[config.mk]
export PLATFORM = sky130hd
export DESIGN_NAME = dcache_top
export DESIGN_NICKNAME = d
export VERILOG_FILES = /design/src/source/dcache_pkg.sv /design/src/source/dual_port_ram.sv /design/src/source/dcache_tagv.sv /design/src/source/dcache_data.sv /design/src/source/dcache_lru.sv /design/src/source/dcache_ctrl.sv /design/src/source/dcache_top.sv
export SDC_FILE = /design/constraint.sdc
export NUM_CORES = 2
export LEC_CHECK = 0
export BUFFER_PORTS_ARGS = -buffer_cell sky130_fd_sc_hd__buf_2
export CORE_MARGIN = 8
export CORE_UTILIZATION = 57
export CTS_BUF_LIST = sky130_fd_sc_hd__clkbuf_8
export DETAILED_ROUTE_END_ITERATION = 10
export GPL_TIMING_DRIVEN = 1
export PLACE_DENSITY = 0.77
export SLEW_MARGIN = 40
export SYNTH_ARGS = -nofsm -noshare
export SYNTH_HDL_FRONTEND = slang
export SYNTH_SLANG_ARGS = --single-unit
[constraint.sdc]
create_clock -name clk -period 4.2 [get_ports clk]
set_clock_uncertainty 0.05 [all_clocks]
set_input_delay 0.42 -clock clk [delete_from_list [all_inputs] [get_ports clk]]
set_output_delay 0.42 -clock clk [all_outputs]
set_load 0.05 [all_outputs]
[src/source/dcache_pkg.sv]
package dcache_pkg;

    //////////////////////////////
    // address and data geometry
    //////////////////////////////

    localparam int addr_width   = 32;
    localparam int data_width   = 32;
    localparam int index_width  = 4;
    localparam int offset_width = 2;
    // what is left of the address after index and byte offset
    localparam int tag_width    = addr_width - index_width - offset_width;
    localparam int strb_width   = data_width / 8;
    localparam int num_ways     = 2;
    localparam int num_sets     = 1 << index_width;

    typedef logic [addr_width-1:0]  addr_t;
    typedef logic [data_width-1:0]  word_t;
    typedef logic [tag_width-1:0]   tag_t;
    typedef logic [index_width-1:0] index_t;
    typedef logic [strb_width-1:0]  strobe_t;
    // one bit per way, one-hot where a single way is meant
    typedef logic [num_ways-1:0]    way_vec_t;

    //////////////////////////////
    // operations and control
    //////////////////////////////

    typedef enum logic [1:0] {
        op_load,
        op_store,
        op_invalidate
    } cache_op_t;

    typedef enum logic [2:0] {
        st_idle,
        st_lookup,
        st_refill,
        st_refill_done,
        st_write,
        st_write_done
    } ctrl_state_t;

    // core request, 70 bits
    typedef struct packed {
        cache_op_t op;
        addr_t     addr;
        word_t     wdata;
        strobe_t   wstrb;
    } cache_req_t;

endpackage

[src/source/dual_port_ram.sv]
`timescale 1ns/100ps

// simple one-write one-read RAM, one entry per set
module dual_port_ram import dcache_pkg::*; #(
    parameter int width = data_width
) (
    input  logic             clk,
    input  logic             we,
    input  index_t           waddr,
    input  logic [width-1:0] din,
    input  index_t           raddr,
    output logic [width-1:0] dout
);

    logic [width-1:0] mem [num_sets];

    always_ff @(posedge clk) begin
        if (we) begin
            mem[waddr] <= din;
        end
        // registered read, old data on a same-address write
        dout <= mem[raddr];
    end

endmodule

[src/source/dcache_tagv.sv]
`timescale 1ns/100ps

module dcache_tagv import dcache_pkg::*; (
    input  logic     clk,
    input  logic     reset,
    // tag RAM read address, one cycle ahead of the compare
    input  index_t   rd_index,
    // set of the buffered request, used for valid and writes
    input  index_t   buf_index,
    input  tag_t     cmp_tag,
    input  tag_t     wr_tag,
    input  way_vec_t we,
    input  logic     invalidate,
    output way_vec_t hit,
    output way_vec_t way_valid
);

    tag_t               tag_q   [num_ways];
    logic [num_sets-1:0] valid_q [num_ways];

    //////////////////////////////
    // per way tag RAM and valid bits
    //////////////////////////////

    for (genvar w = 0; w < num_ways; w++) begin : g_way
        dual_port_ram #(
            .width(tag_width)
        ) i_tag_ram (
            .clk  (clk),
            .we   (we[w]),
            .waddr(buf_index),
            .din  (wr_tag),
            .raddr(rd_index),
            .dout (tag_q[w])
        );

        // fresh cache starts empty
        always_ff @(posedge clk) begin
            if (reset) begin
                valid_q[w] <= '0;
            end else if (we[w]) begin
                // refill sets, invalidate clears
                valid_q[w][buf_index] <= ~invalidate;
            end
        end

        // valid looked up at the buffered set
        assign way_valid[w] = valid_q[w][buf_index];
        assign hit[w]       = way_valid[w] && (tag_q[w] == cmp_tag);
    end

    // a line lives in one way only, refill must never duplicate a tag
    a_hit_onehot: assert property (
        @(posedge clk) disable iff (reset)
        $onehot0(hit)
    );

endmodule

[src/source/dcache_data.sv]
`timescale 1ns/100ps

module dcache_data import dcache_pkg::*; (
    input  logic     clk,
    input  index_t   rd_index,
    input  index_t   wr_index,
    input  way_vec_t we,
    // full word write from memory
    input  logic     refill,
    input  word_t    refill_data,
    input  word_t    store_data,
    input  strobe_t  store_strb,
    input  way_vec_t sel,
    output word_t    rdata
);

    word_t ram_q  [num_ways];
    word_t merged [num_ways];
    word_t din    [num_ways];

    for (genvar w = 0; w < num_ways; w++) begin : g_way
        // store hit, strobed bytes over the registered old word
        always_comb begin
            merged[w] = ram_q[w];
            for (int b = 0; b < strb_width; b++) begin
                if (store_strb[b]) begin
                    merged[w][8*b +: 8] = store_data[8*b +: 8];
                end
            end
        end

        assign din[w] = refill ? refill_data : merged[w];

        dual_port_ram #(
            .width(data_width)
        ) i_data_ram (
            .clk  (clk),
            .we   (we[w]),
            .waddr(wr_index),
            .din  (din[w]),
            .raddr(rd_index),
            .dout (ram_q[w])
        );
    end

    // one-hot way mux
    always_comb begin
        rdata = '0;
        for (int w = 0; w < num_ways; w++) begin
            if (sel[w]) begin
                rdata = rdata | ram_q[w];
            end
        end
    end

    // controller writes a single way, hit way or victim
    a_we_onehot: assert property (
        @(posedge clk)
        $onehot0(we)
    );

endmodule

[src/source/dcache_lru.sv]
`timescale 1ns/100ps

module dcache_lru import dcache_pkg::*; (
    input  logic     clk,
    input  logic     reset,
    input  index_t   index,
    input  way_vec_t way_valid,
    input  logic     touch,
    input  way_vec_t touched_way,
    output way_vec_t victim
);

    // per set, 0 names way 0 as least recently used, 1 names way 1
    logic [num_sets-1:0] lru_q;

    always_ff @(posedge clk) begin
        if (reset) begin
            lru_q <= '0;
        end else if (touch) begin
            // the other way becomes the oldest
            lru_q[index] <= touched_way[0];
        end
    end

    // invalid way first, lowest index wins
    always_comb begin
        if (!way_valid[0]) begin
            victim = 2'b01;
        end else if (!way_valid[1]) begin
            victim = 2'b10;
        end else begin
            victim = lru_q[index] ? 2'b10 : 2'b01;
        end
    end

endmodule

[src/source/dcache_ctrl.sv]
`timescale 1ns/100ps

module dcache_ctrl import dcache_pkg::*; (
    input  logic       clk,
    input  logic       reset,
    // core side
    input  logic       req_valid,
    input  cache_req_t req,
    output logic       busy,
    output logic       resp_valid,
    output word_t      rdata,
    // from tag, valid and LRU
    input  way_vec_t   hit,
    input  way_vec_t   way_valid,
    input  way_vec_t   victim,
    input  word_t      ram_rdata,
    // to tag and data stores
    output index_t     rd_index,
    output index_t     buf_index,
    output tag_t       buf_tag,
    output way_vec_t   tag_we,
    output logic       invalidate,
    output way_vec_t   data_we,
    output logic       refill,
    output word_t      refill_data,
    output word_t      store_data,
    output strobe_t    store_strb,
    output way_vec_t   data_sel,
    output logic       lru_touch,
    output way_vec_t   lru_way,
    // memory side
    output logic       mem_rd_req,
    output logic       mem_wr_req,
    output addr_t      mem_addr,
    output word_t      mem_wdata,
    output strobe_t    mem_wstrb,
    input  logic       mem_rd_valid,
    input  word_t      mem_rdata,
    input  logic       mem_wr_done
);

    ctrl_state_t state_q;
    ctrl_state_t state_d;
    cache_req_t  buf_q;
    word_t       refill_q;

    //////////////////////////////
    // request buffer
    //////////////////////////////

    always_ff @(posedge clk) begin
        if (reset) begin
            buf_q <= '0;
        end else if (state_q == st_idle && req_valid) begin
            buf_q <= req;
        end
        // memory word kept for the write and the response
        if (state_q == st_refill && mem_rd_valid) begin
            refill_q <= mem_rdata;
        end
    end

    assign buf_index = buf_q.addr[offset_width +: index_width];
    assign buf_tag   = buf_q.addr[addr_width-1 -: tag_width];

    // RAMs see the new index while idle so data is ready in lookup
    assign rd_index = (state_q == st_idle) ? req.addr[offset_width +: index_width] : buf_index;

    assign busy        = (state_q != st_idle);
    assign refill_data = refill_q;
    assign store_data  = buf_q.wdata;
    assign store_strb  = buf_q.wstrb;
    assign data_sel    = hit;
    // hit data straight from the RAM, miss data from the buffer
    assign rdata = (state_q == st_refill_done) ? refill_q : ram_rdata;

    // held by the buffer until memory answers
    assign mem_addr  = {buf_q.addr[addr_width-1:offset_width], {offset_width{1'b0}}};
    assign mem_wdata = buf_q.wdata;
    assign mem_wstrb = buf_q.wstrb;

    //////////////////////////////
    // state machine
    //////////////////////////////

    always_ff @(posedge clk) begin
        if (reset) begin
            state_q <= st_idle;
        end else begin
            state_q <= state_d;
        end
    end

    always_comb begin
        state_d    = state_q;
        resp_valid = 1'b0;
        mem_rd_req = 1'b0;
        mem_wr_req = 1'b0;
        tag_we     = '0;
        data_we    = '0;
        invalidate = 1'b0;
        refill     = 1'b0;
        lru_touch  = 1'b0;
        lru_way    = hit;
        case (state_q)
            st_idle: begin
                if (req_valid) begin
                    state_d = st_lookup;
                end
            end
            st_lookup: begin
                case (buf_q.op)
                    op_load: begin
                        if (|hit) begin
                            resp_valid = 1'b1;
                            lru_touch  = 1'b1;
                            state_d    = st_idle;
                        end else begin
                            mem_rd_req = 1'b1;
                            state_d    = st_refill;
                        end
                    end
                    op_store: begin
                        // merge on hit, no allocate on miss
                        data_we    = hit;
                        lru_touch  = |hit;
                        mem_wr_req = 1'b1;
                        state_d    = st_write;
                    end
                    op_invalidate: begin
                        tag_we     = hit;
                        invalidate = 1'b1;
                        resp_valid = 1'b1;
                        state_d    = st_idle;
                    end
                    default: begin
                        // unused code, complete as a no-op
                        resp_valid = 1'b1;
                        state_d    = st_idle;
                    end
                endcase
            end
            st_refill: begin
                if (mem_rd_valid) begin
                    state_d = st_refill_done;
                end
            end
            st_refill_done: begin
                // tag, valid, data and LRU all land in the victim way
                tag_we     = victim;
                data_we    = victim;
                refill     = 1'b1;
                lru_touch  = 1'b1;
                lru_way    = victim;
                resp_valid = 1'b1;
                state_d    = st_idle;
            end
            st_write: begin
                if (mem_wr_done) begin
                    state_d = st_write_done;
                end
            end
            st_write_done: begin
                resp_valid = 1'b1;
                state_d    = st_idle;
            end
            default: begin
                state_d = st_idle;
            end
        endcase
    end

    //////////////////////////////
    // protocol checks
    //////////////////////////////

    a_no_req_when_busy: assert property (
        @(posedge clk) disable iff (reset)
        busy |-> !req_valid
    );

    a_rd_valid_in_refill: assert property (
        @(posedge clk) disable iff (reset)
        mem_rd_valid |-> (state_q == st_refill)
    );

    // an empty way is always taken before a live line is evicted
    a_victim_prefers_invalid: assert property (
        @(posedge clk) disable iff (reset)
        (state_q == st_refill_done && !(&way_valid)) |-> !(|(victim & way_valid))
    );

endmodule

[src/source/dcache_top.sv]
`timescale 1ns/100ps

module dcache_top import dcache_pkg::*; (
    input  logic       clk,
    input  logic       reset,
    input  logic       req_valid,
    input  cache_req_t req,
    output logic       busy,
    output logic       resp_valid,
    output word_t      rdata,
    output logic       mem_rd_req,
    output logic       mem_wr_req,
    output addr_t      mem_addr,
    output word_t      mem_wdata,
    output strobe_t    mem_wstrb,
    input  logic       mem_rd_valid,
    input  word_t      mem_rdata,
    input  logic       mem_wr_done
);

    way_vec_t hit;
    way_vec_t way_valid;
    way_vec_t victim;
    word_t    ram_rdata;
    index_t   rd_index;
    index_t   buf_index;
    tag_t     buf_tag;
    way_vec_t tag_we;
    logic     invalidate;
    way_vec_t data_we;
    logic     refill;
    word_t    refill_data;
    word_t    store_data;
    strobe_t  store_strb;
    way_vec_t data_sel;
    logic     lru_touch;
    way_vec_t lru_way;

    dcache_ctrl i_ctrl (
        .clk         (clk),
        .reset       (reset),
        .req_valid   (req_valid),
        .req         (req),
        .busy        (busy),
        .resp_valid  (resp_valid),
        .rdata       (rdata),
        .hit         (hit),
        .way_valid   (way_valid),
        .victim      (victim),
        .ram_rdata   (ram_rdata),
        .rd_index    (rd_index),
        .buf_index   (buf_index),
        .buf_tag     (buf_tag),
        .tag_we      (tag_we),
        .invalidate  (invalidate),
        .data_we     (data_we),
        .refill      (refill),
        .refill_data (refill_data),
        .store_data  (store_data),
        .store_strb  (store_strb),
        .data_sel    (data_sel),
        .lru_touch   (lru_touch),
        .lru_way     (lru_way),
        .mem_rd_req  (mem_rd_req),
        .mem_wr_req  (mem_wr_req),
        .mem_addr    (mem_addr),
        .mem_wdata   (mem_wdata),
        .mem_wstrb   (mem_wstrb),
        .mem_rd_valid(mem_rd_valid),
        .mem_rdata   (mem_rdata),
        .mem_wr_done (mem_wr_done)
    );

    // compare and write both use the buffered tag
    dcache_tagv i_tagv (
        .clk       (clk),
        .reset     (reset),
        .rd_index  (rd_index),
        .buf_index (buf_index),
        .cmp_tag   (buf_tag),
        .wr_tag    (buf_tag),
        .we        (tag_we),
        .invalidate(invalidate),
        .hit       (hit),
        .way_valid (way_valid)
    );

    dcache_data i_data (
        .clk        (clk),
        .rd_index   (rd_index),
        .wr_index   (buf_index),
        .we         (data_we),
        .refill     (refill),
        .refill_data(refill_data),
        .store_data (store_data),
        .store_strb (store_strb),
        .sel        (data_sel),
        .rdata      (ram_rdata)
    );

    dcache_lru i_lru (
        .clk        (clk),
        .reset      (reset),
        .index      (buf_index),
        .way_valid  (way_valid),
        .touch      (lru_touch),
        .touched_way(lru_way),
        .victim     (victim)
    );

endmodule

==> summary by stage <==
STA
Setup repair after global routing could not meet its margin everywhere. The ratio of final minimum period to clock period is around 99%. Across all hold checks on the routed design, the worst slack comes to about 0.10 ns. Setup violations remaining at the end of the flow were counted as 0. The max-slew violation count is 0.

The hold violation count in the final report came to 0. Measured against its own limit, the worst slew margin works out to between 40% and 50%. The clock period could shrink to 4.17 ns.

Setup total negative slack on the finished layout was measured at 0 ns. Based on the critical path, the design can be clocked at up to 240 MHz. The slew of the pin with the lowest slew margin is 0.875 ns.

Die
The number of core rows is 138. In this run the vertical extent of the chip is 394 um. The total I/O pin count is 211. The die is 394 um wide.

The starting density of the core is 57.5%. The core region is approximately 140,000 sq um. The floorplan step defined a die boundary enclosing 155,000 sq um.

Logic synthesis
Dividing the synthesized area by the synthesized cell count gives 18.9 sq um. Sorting the synthesized cells by area gives the leading types as sky130_fd_sc_hd__edfxtp_1, sky130_fd_sc_hd__mux4_2, sky130_fd_sc_hd__dfxtp_1. The synthesized netlist devotes 4.60% of its cell area to simple gates.

The synthesized design spends more area on one cell type than any other, namely sky130_fd_sc_hd__edfxtp_1. Synthesis inferred 2,123 register bits. The dominant cell by count in the synthesized netlist is sky130_fd_sc_hd__edfxtp_1. The commonest cells after synthesis are sky130_fd_sc_hd__edfxtp_1, sky130_fd_sc_hd__mux4_2, sky130_fd_sc_hd__nand2_1. The xor/xnor share of the synthesized area is 0.559%. The Yosys step of the flow raised 0 warnings.

By area, the combinational part of the netlist is dominated by multiplexers. The post-synthesis cell type count is 44. Summing the areas of all fa, ha and maj instances in the mapped netlist gives 0% of the synthesized area. Summing the areas of all compound-gate instances in the mapped netlist gives 3.93% of the synthesized area. The prevailing post-synth register cell is sky130_fd_sc_hd__edfxtp_1. The synthesized instance count is 4,314. After synthesis, the largest area contributor takes up between 70% and 80% of total cell area. The total standard cell area after synthesis is 81,500 sq um. The number of enable-type register cells in the synthesized netlist is approximately 1,900. The mux contribution to synthesized area is 13.2%. The register area share after synthesis is 75.7%. The share of synthesized registers carrying an async set or reset is 0%.

Clocking
The number of levels the H-tree was split into is 5. The TritonCTS clock tree is done. The tree is rooted in a sky130_fd_sc_hd__clkbuf_8. TritonCTS created 339 clock buffers. The clock net in this run drives a total of 2,123 sinks. The later pin in the worst-skew pair is clocked with a latency of 1.00 ns. The maximum buffer depth of the clock tree is 4.

The register clock-pin slew on the reported worst setup and hold paths is 0.06 ns.

Drt
The wire length per cell after detailed routing is between 20 and 30 um. The final wirelength is 206,000 um. The number of design-rule violations left by the first detailed-router iteration is approximately 5,600. The DRC violations left is 0.

Once detail routing completed, the nets flagged for antenna violations numbered 0. The per-cell via count in the routed design is 6.34. The detailed router placed 45,200 vias in this run.

The first detailed-routing pass ran for 7 iterations.

GRT
The via count of the first global-routing pass is 46,200. The first global-routing pass estimated 299,000 um of wire. The remaining global-route overflow is 0. For this run, the total global-route usage over all layers was measured as 25.8%. Entering global routing, the biggest net connects 95 pins. The initial antenna violation count was 10.

Setup path
The maximum fanout count along the critical path is 6. The terminus of the critical flop-to-flop path is i_tagv.g_way[1].i_tag_ram.dout[0]. The critical path class is flop to output port. The first element of the critical path is i_tagv.g_way[1].i_tag_ram.dout[2]. For the worst setup path, the data arrival time is 3.70 ns. The capturing element type of the critical path is an output port.

Setup slack on the worst reg-to-reg path comes out at 0.60 ns. The cell depth of the worst flop-to-flop path is 8. Data on the critical path is required at its endpoint by 3.73 ns. STA classifies the critical path startpoint as a flop. The source of the worst register-to-register timing path is i_ctrl.state_q[2].

Power
The peak ir drop on the vdd network is 368 uV. Power comes to 0.0473 W. For this design the ratio of total power to cell area is approximately 500 nW/um^2.

In this run the static leakage power is 32.3 nW.

Layout
The net count of the finished layout is 5,081. Cells fill 67.3% of the core in the end. Relative to the synthesized area, the layout overhead comes to 17.1%.

In the final layout, the share of cells above drive strength 1 is between 20% and 30%.

Worst hold path
The instance count along the most critical hold path is 2. The worst hold-check path type is primary input to flop. The origin of the worst min-delay path is mem_rdata[12].

The capture endpoint of the worst hold path is i_ctrl.refill_data[12].

Placement
The half-perimeter wire length after placement is 118,000 um. The routability congestion estimate is 0.850. During placement, the flow inserted port buffers numbering 206.

Run status
The flow ran to the end, and the final reports show no timing, DRC or antenna violations.

Job
The max-cap check violation count is 0.
-- state kept, by name, summed over array words and instances (netlist names) --
| register | cells |
|---|---|
| i_tagv.g_way.i_tag_ram.dout | 52 |
| i_ctrl.buf_q | 2 |
| i_ctrl.state_q | 3 |
| i_tagv.g_way.i_tag_ram.mem | 832 |
| i_ctrl.refill_data | 32 |
| i_data.g_way.i_data_ram.mem | 1024 |
| i_ctrl.mem_wstrb | 4 |
| i_data.g_way.i_data_ram.dout | 64 |
| i_tagv.valid_q | 32 |
| i_ctrl.mem_wdata | 32 |
| i_ctrl.buf_tag | 26 |
| i_ctrl.buf_index | 4 |
| i_lru.lru_q | 16 |
-- cell families (layout without fill, tap and decap cells) --
group                  count (synthesis)  count (layout)
buffers and inverters                332            1248
AO/OA/AOI/OAI                        493             493
AND/OR/NAND/NOR                      832             832
other                                  1               7
flip-flops                          2123            2123
XOR/XNOR                              52              52
multiplexers                         481             481
-- cells in the final DEF, fill, tap and decap left out, drive strengths merged, types with 132 or more instances in the layout --
cell         count
a211oi         132
a21oi          168
buf            488
clkbuf         382
dfxtp          203
dlygate4sd3    151
edfxtp        1920
mux4           476
nand2          397
nor2           185
-- per-layer routing --
metal	vias to the layer above	wire length, um	global-route usage (%)
li1	18600	-	-
met1	23000	73100	34.2
met2	3090	100000	41.6
met3	516	25400	6.71
met4	0	7570	9.80
met5	-	0	0
-- stage by stage --
step                      cell area [sq um]  worst slack (ns)  cells
after floorplan                       81500             0.140   4315
after global placement                87000             0.468   6351
after detailed placement              87100             0.465   6355
after CTS                             95200           -0.0118   7115
after global routing                  95400           -0.0214   7123
final                                 95400            0.0340   7126
-- how the worst max path moves through the flow --
stage | end | cells after the start | slack, ns
after global placement | i_data.g_way[1].i_data_ram.mem[0][4] | 9 | 0.47
after detailed placement | rdata[3] | 9 | 0.47
after global routing | rdata[22] | 10 | -0.02
after floorplan | i_data.g_way[0].i_data_ram.mem[10][0] | 9 | 0.14
final | rdata[18] | 10 | 0.03
after CTS | mem_rd_req | 11 | -0.01
-- cell type report --
class	instances	area, sq um
Clock buffer	375	5160
Tap cell	1890	2360
Sequential cell	2123	61700
Antenna cell	5	12.5
Multi-Input combinational cell	1860	18900
Timing Repair Buffer	647	6100
Inverter	3	11.3
Fill cell	8482	46300
Clock inverter	223	1110
-- worst max-delay path, cell delays in order, from the launching register on --
cell                        delay (ns)
sky130_fd_sc_hd__dfxtp_1          0.36
sky130_fd_sc_hd__xor2_1           0.16
sky130_fd_sc_hd__nor4_1           0.34
sky130_fd_sc_hd__nand4_1          0.44
sky130_fd_sc_hd__nor4_4           0.39
sky130_fd_sc_hd__buf_6            0.20
sky130_fd_sc_hd__buf_12           0.13
sky130_fd_sc_hd__clkbuf_16        0.16
sky130_fd_sc_hd__a221oi_1         0.08
sky130_fd_sc_hd__nor2_1           0.16
sky130_fd_sc_hd__clkbuf_4         0.26
-- repair_timing --
| item | 4_1_cts | 5_1_grt |
|---|---|---|
| setup endpoints to repair | 34 | 33 |
| hold endpoints to repair | 103 | 0 |
| gates cloned | 1 | 2 |
| hold buffers | 151 | 0 |
| pin swaps | 9 | 15 |
| buffers inserted | 10 | 4 |
| gates resized for setup | 50 | 48 |
-- power by group --
group	switching (W)	internal, W
combinational	0.00373	0.00235
sequential	0.000510	0.0243
clock	0.00777	0.00860
total	0.0120	0.0352
No activity file was read; power rests on OpenSTA's default activity.
